File: src/trace_pkg.sv
// trace_pkg: frame byte and timestamp types, interrupt event struct, record and COBS constants
`default_nettype none

package trace_pkg;

  // one byte on the trace path
  typedef logic [7:0] trace_byte_t;

  // free-running cycle stamp
  typedef logic [31:0] trace_ts_t;

  // strobe payload from the interrupt controller
  typedef struct packed {
    logic [7:0] id;
    logic [7:0] level;
    logic       tail_chain;
  } trace_event_t;

  // raw record layout, one byte per slot
  localparam int RecordBytes = 7;
  localparam int RecIdOffs = 0;
  localparam int RecLevelOffs = 1;
  localparam int RecFlagsOffs = 2;
  localparam int RecTsOffs = 3;

  // stamp bytes, least significant first
  localparam int TsBytes = $bits(trace_ts_t) / 8;

  // bit position of tail_chain inside the flags byte
  localparam int FlagTailChain = 0;

  // code byte + encoded record + delimiter
  localparam int FrameBytes = RecordBytes + 2;

  // frame delimiter, never appears inside an encoded frame
  localparam trace_byte_t CobsDelim = 8'h00;

endpackage

`default_nettype wire

File: src/trace_encoder.sv
// trace_encoder: cycle timer, event capture into a 7-byte record, COBS frame byte emitter
`default_nettype none

module trace_encoder (
  input  logic                   clk_i,
  input  logic                   rst_n_i,
  input  logic                   event_valid_i,
  input  trace_pkg::trace_event_t event_i,
  input  logic                   full_i,
  output logic                   wr_en_o,
  output trace_pkg::trace_byte_t wr_data_o,
  output logic                   busy_o
);
  import trace_pkg::*;

  localparam int IdxW = $clog2(FrameBytes);

  // run codes for every start slot, slot RecordBytes is the empty tail run
  typedef trace_byte_t [RecordBytes:0] code_vec_t;
  typedef trace_byte_t [RecordBytes-1:0] record_t;

  trace_ts_t        ts_q;
  logic             busy_q;
  logic [IdxW-1:0]  idx_q;
  logic [IdxW-1:0]  rec_idx;
  record_t          rec_q;
  code_vec_t        codes;
  trace_byte_t      frame_byte;
  trace_byte_t      flags;
  logic             accept;

  // distance from each slot to the next zero, counted as COBS codes
  function automatic code_vec_t run_codes(input record_t rec);
    code_vec_t c;
    c[RecordBytes] = 8'd1;
    for (int s = RecordBytes - 1; s >= 0; s--) begin
      if (rec[s] == CobsDelim) begin
        c[s] = 8'd1;
      end else begin
        c[s] = c[s+1] + 8'd1;
      end
    end
    return c;
  endfunction

  assign accept = event_valid_i && !busy_q;
  assign busy_o = busy_q;

  // free-running stamp, 0 in the first cycle out of reset
  always_ff @(posedge clk_i) begin
    if (!rst_n_i) begin
      ts_q <= '0;
    end else begin
      ts_q <= ts_q + 1'b1;
    end
  end

  always_comb begin
    flags = '0;
    flags[FlagTailChain] = event_i.tail_chain;
  end

  // record capture on accept
  always_ff @(posedge clk_i) begin
    if (accept) begin
      rec_q[RecIdOffs]    <= event_i.id;
      rec_q[RecLevelOffs] <= event_i.level;
      rec_q[RecFlagsOffs] <= flags;
      for (int b = 0; b < TsBytes; b++) begin
        rec_q[RecTsOffs+b] <= ts_q[8*b +: 8];
      end
    end
  end

  // frame walk control
  always_ff @(posedge clk_i) begin
    if (!rst_n_i) begin
      busy_q <= 1'b0;
      idx_q  <= '0;
    end else if (accept) begin
      busy_q <= 1'b1;
      idx_q  <= '0;
    end else if (wr_en_o) begin
      if (idx_q == IdxW'(FrameBytes - 1)) begin
        busy_q <= 1'b0;
        idx_q  <= '0;
      end else begin
        idx_q <= idx_q + 1'b1;
      end
    end
  end

  assign codes   = run_codes(rec_q);
  assign rec_idx = idx_q - 1'b1;

  // slot 0 is the leading code, zeros in the record become the code of the next run
  always_comb begin
    if (idx_q == '0) begin
      frame_byte = codes[0];
    end else if (idx_q == IdxW'(FrameBytes - 1)) begin
      frame_byte = CobsDelim;
    end else if (rec_q[rec_idx] != CobsDelim) begin
      frame_byte = rec_q[rec_idx];
    end else begin
      frame_byte = codes[idx_q];
    end
  end

  // stall while the FIFO is full
  assign wr_en_o   = busy_q && !full_i;
  assign wr_data_o = frame_byte;

endmodule

`default_nettype wire

File: src/trace_fifo.sv
// trace_fifo: circular byte FIFO with show-ahead read, occupancy count, full and not-empty levels
`default_nettype none

module trace_fifo #(
  parameter int FifoDepth = 16
) (
  input  logic                   clk_i,
  input  logic                   rst_n_i,
  input  logic                   wr_en_i,
  input  trace_pkg::trace_byte_t wr_data_i,
  input  logic                   ack_i,
  output trace_pkg::trace_byte_t rd_data_o,
  output logic                   have_next_o,
  output logic                   full_o
);
  import trace_pkg::*;

  localparam int AddrW = $clog2(FifoDepth);

  trace_byte_t      mem_q [FifoDepth];
  logic [AddrW-1:0] wr_ptr_q;
  logic [AddrW-1:0] rd_ptr_q;
  logic [AddrW:0]   count_q;
  logic             do_wr;
  logic             do_rd;

  assign have_next_o = count_q != '0;
  assign full_o      = count_q == (AddrW + 1)'(FifoDepth);

  // guard against overrun and underrun
  assign do_wr = wr_en_i && !full_o;
  assign do_rd = ack_i && have_next_o;

  always_ff @(posedge clk_i) begin
    if (do_wr) begin
      mem_q[wr_ptr_q] <= wr_data_i;
    end
  end

  // pointers wrap on their own since depth is a power of two
  always_ff @(posedge clk_i) begin
    if (!rst_n_i) begin
      wr_ptr_q <= '0;
      rd_ptr_q <= '0;
      count_q  <= '0;
    end else begin
      if (do_wr) begin
        wr_ptr_q <= wr_ptr_q + 1'b1;
      end
      if (do_rd) begin
        rd_ptr_q <= rd_ptr_q + 1'b1;
      end
      // push and pop together keep the count
      case ({do_wr, do_rd})
        2'b10:   count_q <= count_q + 1'b1;
        2'b01:   count_q <= count_q - 1'b1;
        default: count_q <= count_q;
      endcase
    end
  end

  // show-ahead, oldest byte
  assign rd_data_o = mem_q[rd_ptr_q];

endmodule

`default_nettype wire

File: src/uart_tx.sv
// uart_tx: 8N1 serializer that pops bytes from the FIFO, with bit-time prescaler
`default_nettype none

module uart_tx #(
  parameter int ClksPerBit = 8
) (
  input  logic                   clk_i,
  input  logic                   rst_n_i,
  input  logic                   have_next_i,
  input  trace_pkg::trace_byte_t data_i,
  output logic                   ack_o,
  output logic                   tx_o
);

  // start + 8 data + stop
  localparam int FrameBits = 10;
  localparam int PrescW = $clog2(ClksPerBit);
  localparam int BitCntW = $clog2(FrameBits);

  logic                 active_q;
  logic [FrameBits-1:0] shift_q;
  logic [PrescW-1:0]    presc_q;
  logic [BitCntW-1:0]   bit_cnt_q;
  logic                 bit_done;

  // pop only from idle
  assign ack_o    = !active_q && have_next_i;
  assign bit_done = presc_q == PrescW'(ClksPerBit - 1);

  // line idles high, shift register fills with ones
  assign tx_o = shift_q[0];

  always_ff @(posedge clk_i) begin
    if (!rst_n_i) begin
      active_q  <= 1'b0;
      shift_q   <= '1;
      presc_q   <= '0;
      bit_cnt_q <= '0;
    end else if (ack_o) begin
      active_q  <= 1'b1;
      shift_q   <= {1'b1, data_i, 1'b0};
      presc_q   <= '0;
      bit_cnt_q <= '0;
    end else if (active_q) begin
      if (bit_done) begin
        presc_q <= '0;
        shift_q <= {1'b1, shift_q[FrameBits-1:1]};
        // stop bit done, back to idle
        if (bit_cnt_q == BitCntW'(FrameBits - 1)) begin
          active_q  <= 1'b0;
          bit_cnt_q <= '0;
        end else begin
          bit_cnt_q <= bit_cnt_q + 1'b1;
        end
      end else begin
        presc_q <= presc_q + 1'b1;
      end
    end
  end

endmodule

`default_nettype wire

File: src/trace_top.sv
// trace_top: interrupt trace path, encoder into byte FIFO into UART transmitter
`default_nettype none

module trace_top #(
  parameter int ClksPerBit = 8,
  parameter int FifoDepth  = 16
) (
  input  logic                    clk_i,
  input  logic                    rst_n_i,
  input  logic                    event_valid_i,
  input  trace_pkg::trace_event_t event_i,
  output logic                    busy_o,
  output logic                    tx_o
);
  import trace_pkg::*;

  // encoder to FIFO
  logic        enc_wr_en;
  trace_byte_t enc_wr_data;
  logic        fifo_full;

  // FIFO to UART
  trace_byte_t fifo_rd_data;
  logic        fifo_have_next;
  logic        uart_ack;

  trace_encoder i_trace_encoder (
    .clk_i        (clk_i),
    .rst_n_i      (rst_n_i),
    .event_valid_i(event_valid_i),
    .event_i      (event_i),
    .full_i       (fifo_full),
    .wr_en_o      (enc_wr_en),
    .wr_data_o    (enc_wr_data),
    .busy_o       (busy_o)
  );

  trace_fifo #(
    .FifoDepth(FifoDepth)
  ) i_trace_fifo (
    .clk_i      (clk_i),
    .rst_n_i    (rst_n_i),
    .wr_en_i    (enc_wr_en),
    .wr_data_i  (enc_wr_data),
    .ack_i      (uart_ack),
    .rd_data_o  (fifo_rd_data),
    .have_next_o(fifo_have_next),
    .full_o     (fifo_full)
  );

  uart_tx #(
    .ClksPerBit(ClksPerBit)
  ) i_uart_tx (
    .clk_i      (clk_i),
    .rst_n_i    (rst_n_i),
    .have_next_i(fifo_have_next),
    .data_i     (fifo_rd_data),
    .ack_o      (uart_ack),
    .tx_o       (tx_o)
  );

endmodule

`default_nettype wire

File: config.mk
export PLATFORM = sky130hd
export DESIGN_NAME = trace_top
export DESIGN_NICKNAME = d
export VERILOG_FILES = /design/src/trace_pkg.sv /design/src/trace_encoder.sv /design/src/trace_fifo.sv /design/src/uart_tx.sv /design/src/trace_top.sv
export SDC_FILE = /design/constraint.sdc
export NUM_CORES = 1
export LEC_CHECK = 0
export BUFFER_PORTS_ARGS = -buffer_cell sky130_fd_sc_hd__buf_2
export CORE_MARGIN = 2
export CORE_UTILIZATION = 35
export DETAILED_ROUTE_END_ITERATION = 6
export RECOVER_POWER = 100
export SLEW_MARGIN = 40
export SYNTH_ARGS = -nofsm -noshare
export SYNTH_HDL_FRONTEND = slang
export SYNTH_SLANG_ARGS = --single-unit
File: constraint.sdc
create_clock -name clk_i -period 10.73 [get_ports clk_i]
set_input_delay 0.5365 -clock clk_i [delete_from_list [all_inputs] [get_ports clk_i]]
set_output_delay 0.5365 -clock clk_i [all_outputs]
set_load 0.02 [all_outputs]
# Word level (Yosys, flattened, before mapping)

Memory sizes are Yosys's and may differ from the RTL's. A register that Yosys moved wholly into a read port is not among the register bits.
Index checks and enable logic that the tools add are counted.
W data, S select, Z words.

Flip-flop bits (word level): 116
Bits in latches: 0
Bits in writable memories: 128
ROM bits: 0
Input bits: 20
Output and inout port bits: 2
Logic and storage cells: 102
Memories: 1

Memory list:

| name               | words | bits a word | read ports | clocked after memory_dff | wr ports | RTL line         | source |
|---|---|---|---|---|---|---|---|
| i_trace_fifo.mem_q | 16    | 8           | 1          | 1                        | 1        | trace_fifo.sv:20 | `trace_byte_t mem_q [FifoDepth];` |

$add $sub $neg: 15
$mul: 0
Divide/modulo/power cells: 0
$lt $le $gt $ge: 2
Equality and inequality tests: 6
Shift-type cells: 0
Multiplexer cells: 32
Bitwise gates (word level): 1
Reduce and logical (&&, ||, !) cells: 28

Operators by type and width:

| kind                    | number |
|---|---|
| $mux W8                 | 11 |
| $logic_not A8 Y1        | 7 |
| $bmux W8 S3             | 2 |
| $add A8 B1 Y8 const B   | 5 |
| $add A32 B1 Y32 const B | 1 |
| $mux W9                 | 3 |
| $add A4 B1 Y4 const B   | 4 |
| $mux W4                 | 4 |
| $pmux W5 S2             | 1 |
| $reduce_bool A2 Y1      | 5 |
| $mux W1                 | 9 |
| $eq A4 B4 Y1 const B    | 2 |
| $lt A4 B4 Y1 const B    | 2 |
| $reduce_bool A8 Y1      | 1 |
| $reduce_and A2 Y1       | 3 |
| $add A5 B1 Y5 const B   | 1 |
| $eq A5 B5 Y1 const B    | 1 |
| $logic_and A1 B1 Y1     | 5 |
| $reduce_bool A5 Y1      | 1 |
| $sub A5 B1 Y5 const B   | 1 |
| $logic_not A4 Y1        | 1 |
| $reduce_or A2 Y1        | 2 |
| $sub A4 B1 Y4 const B   | 1 |
| $add A2 B1 Y3 const B   | 1 |
| other kinds (8)         | 10 |

# Longest topological paths before layout

Gate-level depths: netlist of the first run.

Word-level depth: 19
Mapped depth: 14

# Cells and area by module

A second synthesis of the first run with hierarchy kept.

Cell total of the unflattened synthesis: 824
Area total of the unflattened synthesis: 11130.7 µm²

By module, submodules not included:

| module        | instances | cells an instance | area each (µm²) | seq. area each (µm²) |
|---|---|---|---|---|
| trace_fifo    | 1         | 298               | 5771.8          | 4184.0 |
| trace_encoder | 1         | 430               | 4523.1          | 2212.1 |
| uart_tx       | 1         | 96                | 835.8           | 340.3 |

# Worst setup path before layout of the first run

No wires, ideal clock.

Path kind: reg2reg
Start point: register i_trace_encoder.rec_q[53] (netlist bit)
End point: memory i_trace_fifo.mem_q[0][2] (netlist bit) (data pin)
Setup time: 282 ps
Arrival time: 3585 ps
Setup slack: 6864 ps
Cell stages (with the launch flop): 15
Path buffers: 0
Period minus slack after synthesis: 3866 ps
Cell sequence: edfxtp_1 or4_4 or2_4 a21oi_1 ha_1 nand2_1 inv_1 ha_1 and2b_1 a22oi_1 nand3_1 o2111a_1 nor4_1 and3b_1 a211oi_2

Cells in the longest elaborated chain, start to end: 19

RTL lines:

| item                            | RTL line             | source |
|---|---|---|
| start, declared                 | trace_encoder.sv:26  | `record_t rec_q;` |
| start signal, assigned by index | trace_encoder.sv:66  | `rec_q[RecIdOffs] <= event_i.id;` |
| start signal, assigned by index | trace_encoder.sv:67  | `rec_q[RecLevelOffs] <= event_i.level;` |
| start signal, assigned by index | trace_encoder.sv:68  | `rec_q[RecFlagsOffs] <= flags;` |
| $logic_not A8 Y1                | trace_encoder.sv:37  | `if (rec[s] == CobsDelim) begin` |
| $mux W2                         | trace_encoder.sv:37  |  |
| $add A2 B1 Y3                   | trace_encoder.sv:40  | `c[s] = c[s+1] + 8'd1;` |
| $mux W8                         | trace_encoder.sv:37  |  |
| $add A8 B1 Y8                   | trace_encoder.sv:40  |  |
| $mux W8                         | trace_encoder.sv:37  |  |
| $add A8 B1 Y8                   | trace_encoder.sv:40  |  |
| $mux W8                         | trace_encoder.sv:37  |  |
| [4 not listed]                  | n/a                  |  |
| $add A8 B1 Y8                   | trace_encoder.sv:40  |  |
| $mux W8                         | trace_encoder.sv:37  |  |
| $bmux W8 S3                     | trace_encoder.sv:105 | `frame_byte = codes[idx_q];` |
| $mux W8 (implied by the code)   | trace_encoder.sv:105 |  |
| $mux W8                         | trace_encoder.sv:102 | `end else if (rec_q[rec_idx] != CobsDelim) begin` |
| $mux W8                         | trace_encoder.sv:100 | `end else if (idx_q == IdxW'(FrameBytes - 1)) begin` |
| $mux W8 (*)                     | trace_encoder.sv:98  | `if (idx_q == '0) begin` |
| via enc_wr_data[2]              | trace_top.sv:19      | `trace_byte_t enc_wr_data;` |
| end, declared                   | trace_fifo.sv:20     |  |

Mark *: on every way through the listed nets, which the timed path passes. The rest lies on a longest branch. The select of a mux whose other input is x is not followed.

# Worst setup path in the final report of the first run

Start point: register i_trace_encoder.idx_q[0]
End point: memory i_trace_fifo.mem_q[10][2] (netlist bit) (data pin)

Cells in the longest elaborated chain, start to end: 7

RTL lines:

| item                          | RTL line                                   | source |
|---|---|---|
| start, declared               | trace_encoder.sv:24                        | `logic [IdxW-1:0] idx_q;` |
| start signal, assigned        | trace_encoder.sv:88                        | `idx_q <= idx_q + 1'b1;` |
| $sub A4 B1 Y4                 | trace_encoder.sv:94                        | `assign rec_idx = idx_q - 1'b1;` |
| $bmux W8 S3                   | trace_encoder.sv:102, trace_encoder.sv:103 |  |
| $mux W8 (implied by the code) | trace_encoder.sv:102, trace_encoder.sv:103 |  |
| $reduce_bool A8 Y1            | trace_encoder.sv:102                       |  |
| $mux W8                       | trace_encoder.sv:102                       |  |
| $mux W8                       | trace_encoder.sv:100                       |  |
| $mux W8 (*)                   | trace_encoder.sv:98                        |  |
| via enc_wr_data[2]            | trace_top.sv:19                            |  |

Marked as above.

==> impl_metrics.yaml, run 1 <==
status:
  status: "finished with violations"
  violations: "max-capacitance violations, max-slew violations"
power:
  leakage_nw: 4.06
  switching_share: 0.272
  irDropWorstVdd_mv: 0.109
  p_sw_uw: 692
  combPwrFrac: 0.201
  pwr-share-clk: 0.352
  power_density_nw_per_um2: 208
  p_int_mw: 1.85
  seqPwrFrac: 0.447
synth:
  synth_async_sr_flop_share: 0
  synth_fp_nets: 844
  synth.yosys.seq_area_share: 0.617
  synthFlopType: "edfxtp_1"
  synth_area_um2: 10900
  ys_types: 74
  synth_area_per_cell_um2: 13.6
  ys_warn_count: 0
  syn_inst: 806
  netlist.top_cell.by_area: "edfxtp_1"
  synth_top_area_frac: 0.486
  ys_seq_elements: 248
  yosysMostFrequentCell: "edfxtp_1"
  ys_top_cells_by_area: "edfxtp_1 (49%), dfxtp_1 (13%), mux4_2 (8.7%)"
  synth_commonest_cells: "edfxtp_1 (177), dfxtp_1 (71), nand2_1 (69), and2_1 (43), mux4_2 (42)"
  synth-edff-count: 177
floorplan:
  fp.coreArea_um2: 30700
  dieHeight_um: 181
  die_area_um2: 32600
  start_util: 0.356
  boundaryPins: 22
  fp.dieW_um: 181
  num_rows: 64
drt:
  num_vias: 6533
  drc: 0
  drt_pass1_iterations: 5
  via_per_inst: 5.26
  routed_wl_mm: 22.6
  drtIter0Drc: 572
  wl_per_cell_um: 18.2
  antenna_left: 0
placed_design:
  hpwl_mm: 15.0
  place_congestion: 0.873
  port_buffers: 21
global_route:
  antenna_found_initial: 1
  grt_pass1_wl_mm: 36.0
  grt_remaining_overflow: 0
  track_usage: 0.138
  grt_pass1_vias: 6367
  grt_start_max_net_pins: 61
clock_tree:
  cts_tree: "done"
  numCtsBuffers: 27
  htree_levels: 1
  cts-root-buf: "clkbuf_16"
  clock_sinks: 248
  post_cts_resized: 0
  clk_pin_slew_ns: 0.06
  hold_buffers: 0
  insertion_delay_ns: 0.53
  clock_path_buffers: 3
  cts_setup_buffers: 0
cells_and_area:
  post-route-util: 0.399
  drive_gt1_frac: 0.149
  nFillCells: 2821
  final_nets: 865
  syn_to_final_growth_pct: 12.0
  antenna_cells: 0
worst_setup_path:
  crit_required_ns: 10.84
  cp_max_fo: 40
  start_kind: "register"
  crit_type: "reg2reg"
  crit_path_end_kind: "register"
  cp.arrival_ns: 6.78
timing:
  period_share: 0.622
  finalSetupViolCount: 0
  worstMarginPinSlew_ns: 2.77
  hold_slack_ns: 0.184
  skew_ns: 0.0143
  finalHoldViolations: 0
  max_freq_mhz: 150
  slew_viol_final: 185
  final.setup.tns_ns: 0
  relSlewSlack: -0.848
  timing.final.crit_period_ns: 6.68
  grt_setup_unrepaired: "false"
run:
  max_cap_violations: 5
hold_path:
  hold_path.class: "in2reg"
## logic make-up (layout without fill, tap and decap cells)
group,after synthesis,in the layout,share of synthesized area
AO/OA/AOI/OAI,110,110,0.0710
XOR/XNOR,41,41,0.0329
adder cells (fa/ha/maj),18,18,0.0213
buffers and inverters,59,99,0.0236
flip-flops,248,248,0.617
multiplexers,61,61,0.105
AND/OR/NAND/NOR,269,269,0.130
## layer usage
metal	track usage	routed length (µm)	vias to the layer above
li1	-	-	3094
met1	0.200	10600	3242
met2	0.216	10400	162
met3	0.0230	1230	33
met4	0.0348	382	2
met5	0	16	-
## sequential cells by signal, indices dropped and copies added (netlist names), named ones only
register                count
i_trace_encoder.busy_o      1
i_uart_tx.shift_q           9
i_trace_encoder.rec_q      49
i_trace_fifo.rd_ptr_q       4
i_trace_encoder.idx_q       4
i_trace_fifo.wr_ptr_q       4
i_trace_fifo.count_q        5
i_uart_tx.presc_q           3
i_trace_fifo.mem_q        128
i_trace_encoder.ts_q       32
i_uart_tx.bit_cnt_q         4
i_uart_tx.active_q          1
## critical path, cell delays in order (launching register included)
cell	delay, ns
dfxtp_1	0.30
clkbuf_1	1.21
clkinv_1	0.70
ha_1	1.17
mux2_2	0.42
a221o_1	0.36
a22oi_1	0.21
nand4_1	0.19
nor2_1	0.23
o31a_1	0.17
o22ai_1	0.09
a211oi_1	1.19
## power groups by stage
stage	sequential [mW]	combinational [mW]	clock [mW]
global route	1.15	0.568	0.956
global placement	1.16	0.509	0
floorplan	1.15	0.394	0
detailed placement	1.16	0.522	0
finish	1.14	0.512	0.895
CTS	1.14	0.524	0.918
## path summary, 6_finish.rpt
| check | startpoint | to | slack (ns) | cells past startpoint |
|---|---|---|---|---|
| setup reg to reg | i_trace_encoder.idx_q[0] | i_trace_fifo.mem_q[10][2] | 4.05 | 11 |
| hold reg to reg | i_trace_encoder.ts_q[11] | i_trace_encoder.rec_q[35] | 0.45 | 0 |
| setup / recovery | i_trace_encoder.idx_q[0] | i_trace_fifo.mem_q[10][2] | 4.05 | 11 |
| hold / removal | event_i[14] | i_trace_encoder.rec_q[5] | 0.18 | 1 |
## metrics by stage
stage / total power, mW / std cells / area [µm²] / setup slack (ns)
floorplan: 1.54 / 806 / 10900 / 6.86
global placement: 1.67 / 1194 / 11400 / 6.13
detailed placement: 1.68 / 1194 / 11500 / 6.09
CTS: 2.58 / 1242 / 12300 / 6.08
global route: 2.67 / 1242 / 12200 / 3.47
finish: 2.55 / 1242 / 12200 / 4.05
## cell type report
cell class	count	area, µm²	share of cell area
Multi-Input combinational cell	499	3920	0.320
Clock inverter	13	96.3	0.00787
Tap cell	396	495	0.0405
Timing Repair Buffer	31	148	0.0121
Sequential cell	248	6740	0.551
Clock buffer	35	768	0.0628
Inverter	20	75.1	0.00613
## cell usage in the layout, fill, tap and decap left out, drive strengths merged, types with 6 or more instances in the layout
cell | netlist | layout
buf | 15 | 21
nor3 | 16 | 16
and3 | 9 | 9
ha | 17 | 17
a21oi | 18 | 18
edfxtp | 177 | 177
nor2 | 38 | 38
nand3 | 28 | 28
mux2i | 13 | 13
mux2 | 6 | 6
inv | 18 | 20
dfxtp | 71 | 71
o21ai | 32 | 32
xor2 | 8 | 8
clkinv | 2 | 11
nand2 | 69 | 69
nor2b | 9 | 9
or3 | 9 | 9
nor4 | 12 | 12
xnor2 | 33 | 33
a21boi | 8 | 8
and2 | 44 | 44
nand4 | 11 | 11
a221o | 13 | 13
mux4 | 42 | 42
o211ai | 7 | 7
clkbuf | 24 | 45
Note: power is estimated with default switching activity, not from simulation.
==> run 2, diff against run 1 <==
==> constraint.sdc (replaced) <==
create_clock -name clk_i -period 6.4 [get_ports clk_i]
set_input_delay 0.32 -clock clk_i [delete_from_list [all_inputs] [get_ports clk_i]]
set_output_delay 0.32 -clock clk_i [all_outputs]
set_load 0.02 [all_outputs]
==> impl_metrics.yaml, run 2 (synthesized netlist as in run 1, its figures left out) <==
worst_setup_path:
  crit_type: "reg2reg"
  rrSetupSlack_ns: 1.65
  cp_max_fo: 40
  ff2ff_path_depth: 11
  crit_required_ns: 6.63
  cp.arrival_ns: 4.99
  worstReg2RegEnd: "i_trace_fifo.mem_q[14][4]"
  r2r_start: "i_trace_encoder.idx_q[0]"
  crit_path_end_kind: "register"
  start_kind: "register"
drt:
  dr_wl_met3_mm: 1.23
  drt-met1-wl_mm: 11.0
  routed_wl_mm: 23.2
  drc: 0
  drtIter0Drc: 617
  highest_layer: "met5"
  wl_per_cell_um: 18.5
  num_vias: 6604
  drt_pass1_iterations: 7
  antenna_left: 0
  via_per_inst: 5.26
  wl_met2_mm: 10.5
floorplan:
  dieHeight_um: 181
  boundaryPins: 22
  start_util: 0.356
  die_area_um2: 32600
  fp.dieW_um: 181
  num_rows: 64
  fp.coreArea_um2: 30700
power:
  irDropWorstVdd_mv: 0.191
  power_density_nw_per_um2: 342
  leakage_nw: 4.11
clock_tree:
  htree_levels: 1
  insertion_delay_ns: 0.52
  cts_tree: "done"
  numCtsBuffers: 26
  cts-root-buf: "clkbuf_16"
  cts_setup_buffers: 0
  clock_path_buffers: 3
  clk_pin_slew_ns: 0.06
  clock_sinks: 248
timing:
  relSlewSlack: -0.877
  finalWorstSetupSlack_ns: 1.65
  final.setup.tns_ns: 0
  period_share: 0.743
  skew_ns: 0.0131
  slew_viol_final: 170
  finalHoldViolations: 0
  worstMarginPinSlew_ns: 2.82
  max_freq_mhz: 210
  timing.final.crit_period_ns: 4.75
  finalSetupViolCount: 0
  grt_setup_unrepaired: "false"
placed_design:
  hpwl_mm: 15.1
  dp_cells: 1190
  dp_worst_setup_slack_ns: 2.02
  port_buffers: 21
  dpl_cell_area_um2: 11500
  place_congestion: 0.842
hold_path:
  hold_path_depth: 2
  min_to: "i_trace_encoder.busy_o"
  hold_path.class: "in2reg"
  hold_path_startpoint: "event_valid_i"
cells_and_area:
  fin_area_um2: 12400
  top_regs: "i_trace_fifo.mem_q (128), i_trace_encoder.rec_q (49), i_trace_encoder.ts_q (32)"
  largest_reg_flops: 128
  drive_gt1_frac: 0.146
  final_common_cell: "edfxtp_1"
  top_register: "i_trace_fifo.mem_q"
  final_cell_mix: "edfxtp_1 (177), dfxtp_1 (70), nand2_1 (69)"
  antenna_cells: 0
  final_nets: 877
  post-route-util: 0.404
  final_cells: 1255
  syn_to_final_growth_pct: 13.3
status:
  status: "finished with violations"
  violations: "max-capacitance violations, max-slew violations"
global_route:
  grt_remaining_overflow: 0
  antenna_found_initial: 1
  grt_pass1_vias: 6504
  track_usage: 0.143
  grt_start_max_net_pins: 61
  grt_pass1_wl_mm: 36.9
run:
  max_cap_violations: 7
run 2: changes by cell type in the layout (fill, tap and decap cells not counted), moves of 2 or more:
cell,previous run,this run
inv_6,2,0
clkinv_1,5,10
clkbuf_16,29,27
clkbuf_1,14,7
and2_0,13,20
dlygate4sd3_1,0,17
clkinv_4,0,2
and2_1,30,23
run 2: stage by stage:
| stage | hold WS [ns] | total power [mW] |
|---|---|---|
| floorplan | 0.408 | 2.58 |
| global placement | 0.416 | 2.78 |
| detailed placement | 0.437 | 2.81 |
| CTS | 0.0132 | 4.29 |
| global route | 0.0318 | 4.44 |
| finish | 0.0382 | 4.23 |
run 2: layout make-up:
class	instances	area, µm²
multi-input cells	499	3930
inverters	20	75.1
flip-flops and latches	248	6740
fillers	2845	18300
clock inverters	19	146
repair buffers	44	305
well taps	396	495
clock buffers	29	693
run 2: worst max-delay path: stages, from the launching register on:
cell,delay (ns)
dfxtp_1,0.31
buf_4,0.36
clkinv_1,0.39
ha_1,1.09
mux2_2,0.42
a221o_1,0.36
a22oi_1,0.19
nand4_1,0.17
nor2_1,0.23
a21oi_1,0.10
nor3_1,0.27
a221o_1,0.54
run 2: what timing repair did:
action | 4_1_cts | 5_1_grt
resized for setup | 0 | 0
hold buffers | 17 | 0
hold endpoints to repair | 17 | 0
run 2: how the worst max path moves through the flow:
| stage | slack [ns] | startpoint | end | depth (start not counted) |
|---|---|---|---|---|
| after floorplan | 2.53 | i_trace_encoder.rec_q[53] | i_trace_fifo.mem_q[0][2] | 14 |
| after global placement | 1.63 | i_trace_encoder.idx_q[0] | i_trace_fifo.mem_q[4][2] | 11 |
| after detailed placement | 2.02 | i_trace_encoder.idx_q[0] | i_trace_fifo.mem_q[5][2] | 11 |
| after CTS | 1.98 | i_trace_encoder.idx_q[0] | i_trace_fifo.mem_q[14][4] | 11 |
| after global routing | 1.25 | i_trace_encoder.idx_q[0] | i_trace_fifo.mem_q[6][4] | 11 |
| final | 1.65 | i_trace_encoder.idx_q[0] | i_trace_fifo.mem_q[14][4] | 11 |
run 2: power by group:
group          leakage (nW)  switching, mW  internal, mW
clock network         0.416          0.610         0.858
logic                  1.47          0.482         0.379
registers              2.22         0.0600          1.85
run 2: per-layer routing:
layer | global-route usage | vias up
met4 | 0.0423 | 2
met1 | 0.206 | 3252
met3 | 0.0252 | 45
met5 | 0 | -
met2 | 0.221 | 178
li1 | - | 3127
==> run 3, diff against run 2 <==
==> constraint.sdc (replaced) <==
create_clock -name clk_i -period 4.6 [get_ports clk_i]
set_input_delay 0.23 -clock clk_i [delete_from_list [all_inputs] [get_ports clk_i]]
set_output_delay 0.23 -clock clk_i [all_outputs]
set_load 0.02 [all_outputs]
==> impl_metrics.yaml, run 3 (synthesized netlist as in run 1, its figures left out) <==
status:
  status: "finished with violations"
  violations: "max-capacitance violations, max-slew violations"
run:
  max_cap_violations: 5
drt:
  wl_per_cell_um: 18.2
  num_vias: 6541
  drtIter0Drc: 608
  drt_pass1_iterations: 5
  drc: 0
  antenna_left: 0
  via_per_inst: 5.17
  routed_wl_mm: 23.0
clock_tree:
  insertion_delay_ns: 0.54
  clk_pin_slew_ns: 0.06
  clock_path_buffers: 3
  clock_sinks: 248
  cts-root-buf: "clkbuf_16"
  htree_levels: 1
  numCtsBuffers: 27
  post_cts_resized: 0
  cts_setup_buffers: 0
  cts_tree: "done"
global_route:
  grt_pass1_wl_mm: 36.6
  track_usage: 0.141
  grt_pass1_vias: 6441
  grt_start_max_net_pins: 50
  grt_remaining_overflow: 0
  antenna_found_initial: 0
placed_design:
  hpwl_mm: 15.2
  port_buffers: 21
  place_congestion: 0.820
timing:
  final.setup.tns_ns: 0
  finalHoldViolations: 0
  finalSetupViolCount: 0
  worstMarginPinSlew_ns: 2.57
  period_share: 0.914
  max_freq_mhz: 238
  slew_viol_final: 86
  timing.final.crit_period_ns: 4.21
  grt_setup_unrepaired: "false"
  skew_ns: 0.0332
  relSlewSlack: -0.712
worst_setup_path:
  cp.arrival_ns: 4.46
  crit_chain: "nor4_1, and2_2, o21ai_1, ha_1, nand2_1, inv_1, ha_1, nand2_1, or4_1, nand3_1, or2_0, a41oi_1, o31ai_1, o311a_1"
  crit_buf_inv: 1
  cp_max_fo: 16
  cp_slowest_cell: "nor4_1"
  crit_path_end_kind: "register"
  critical_path.top_delay_family: "simple AND/OR/NAND/NOR gates"
  cpPeakStageDelay_ns: 0.54
  crit_type: "reg2reg"
  start_kind: "register"
  crit_required_ns: 4.85
floorplan:
  start_util: 0.356
  fp.coreArea_um2: 30700
  fp.dieW_um: 181
  dieHeight_um: 181
  boundaryPins: 22
  num_rows: 64
  die_area_um2: 32600
power:
  power_density_nw_per_um2: 482
  irDropWorstVdd_mv: 0.314
  leakage_nw: 4.16
  total_power_mw: 6.02
cells_and_area:
  drive_gt1_frac: 0.147
  syn_to_final_growth_pct: 14.2
  top_regs: "i_trace_fifo.mem_q (128), i_trace_encoder.rec_q (49), i_trace_encoder.ts_q (32)"
  largest_reg_flops: 128
  top_register: "i_trace_fifo.mem_q"
  final_cell_mix: "edfxtp_1 (177), dfxtp_1 (71), nand2_1 (69)"
  antenna_cells: 0
  final_nets: 886
  final_common_cell: "edfxtp_1"
hold_path:
  hold_path.class: "in2reg"
-- run 3: cell count changes in the layout (fill, tap and decap cells not counted), moves of 2 or more --
cell	change
and2_0	+6
and2_1	-6
buf_4	+5
clkbuf_1	+5
clkinv_2	-3
bufinv_16	+2
clkinv_1	-2
inv_6	+2
-- run 3: timing repair --
item	CTS	global route
hold endpoints to repair	19	0
setup endpoints to repair	0	0
hold buffers	18	0
-- run 3: worst paths after layout --
kind,start,end,slack [ns],cells after the start
min,rst_n_i,i_trace_encoder.ts_q[28],0.17,2
max,i_trace_encoder.rec_q[45],i_trace_fifo.mem_q[13][3],0.39,14
min reg2reg,i_trace_encoder.ts_q[11],i_trace_encoder.rec_q[35],0.45,0
max reg2reg,i_trace_encoder.rec_q[45],i_trace_fifo.mem_q[13][3],0.39,14
-- run 3: layout make-up --
class | instances | area [µm²]
fillers | 2846 | 18200
multi-input cells | 499 | 3910
well taps | 396 | 495
flip-flops and latches | 248 | 6740
inverters | 20 | 75.1
clock inverters | 17 | 196
repair buffers | 52 | 363
clock buffers | 33 | 698
-- run 3: metrics by stage --
step                      hold slack [ns]  area (µm²)  worst slack, ns  instances  utilization
after floorplan                     0.329       10900            0.734        806            -
after global placement              0.406       11500            0.662       1197        0.374
after detailed placement            0.409       11500            0.567       1197        0.375
after CTS                           0.173       12600            0.506       1265        0.410
after global routing                0.203       12500           0.0571       1265        0.407
final                               0.174       12500            0.393       1265        0.407
-- run 3: per-layer routing --
metal / vias to the layer above / GRT usage / wire length [µm]
met2: 173 / 0.217 / 10300
met4: 0 / 0.0384 / 534
met3: 36 / 0.0198 / 1140
li1: 3144 / - / -
met1: 3188 / 0.210 / 11100
met5: - / 0 / 0
-- run 3: report_power, final --
part / switching, mW / total (mW) / internal, mW
logic: 0.637 / 1.16 / 0.524
registers: 0.114 / 2.68 / 2.57
clock network: 0.866 / 2.18 / 1.31
total: 1.62 / 6.02 / 4.40
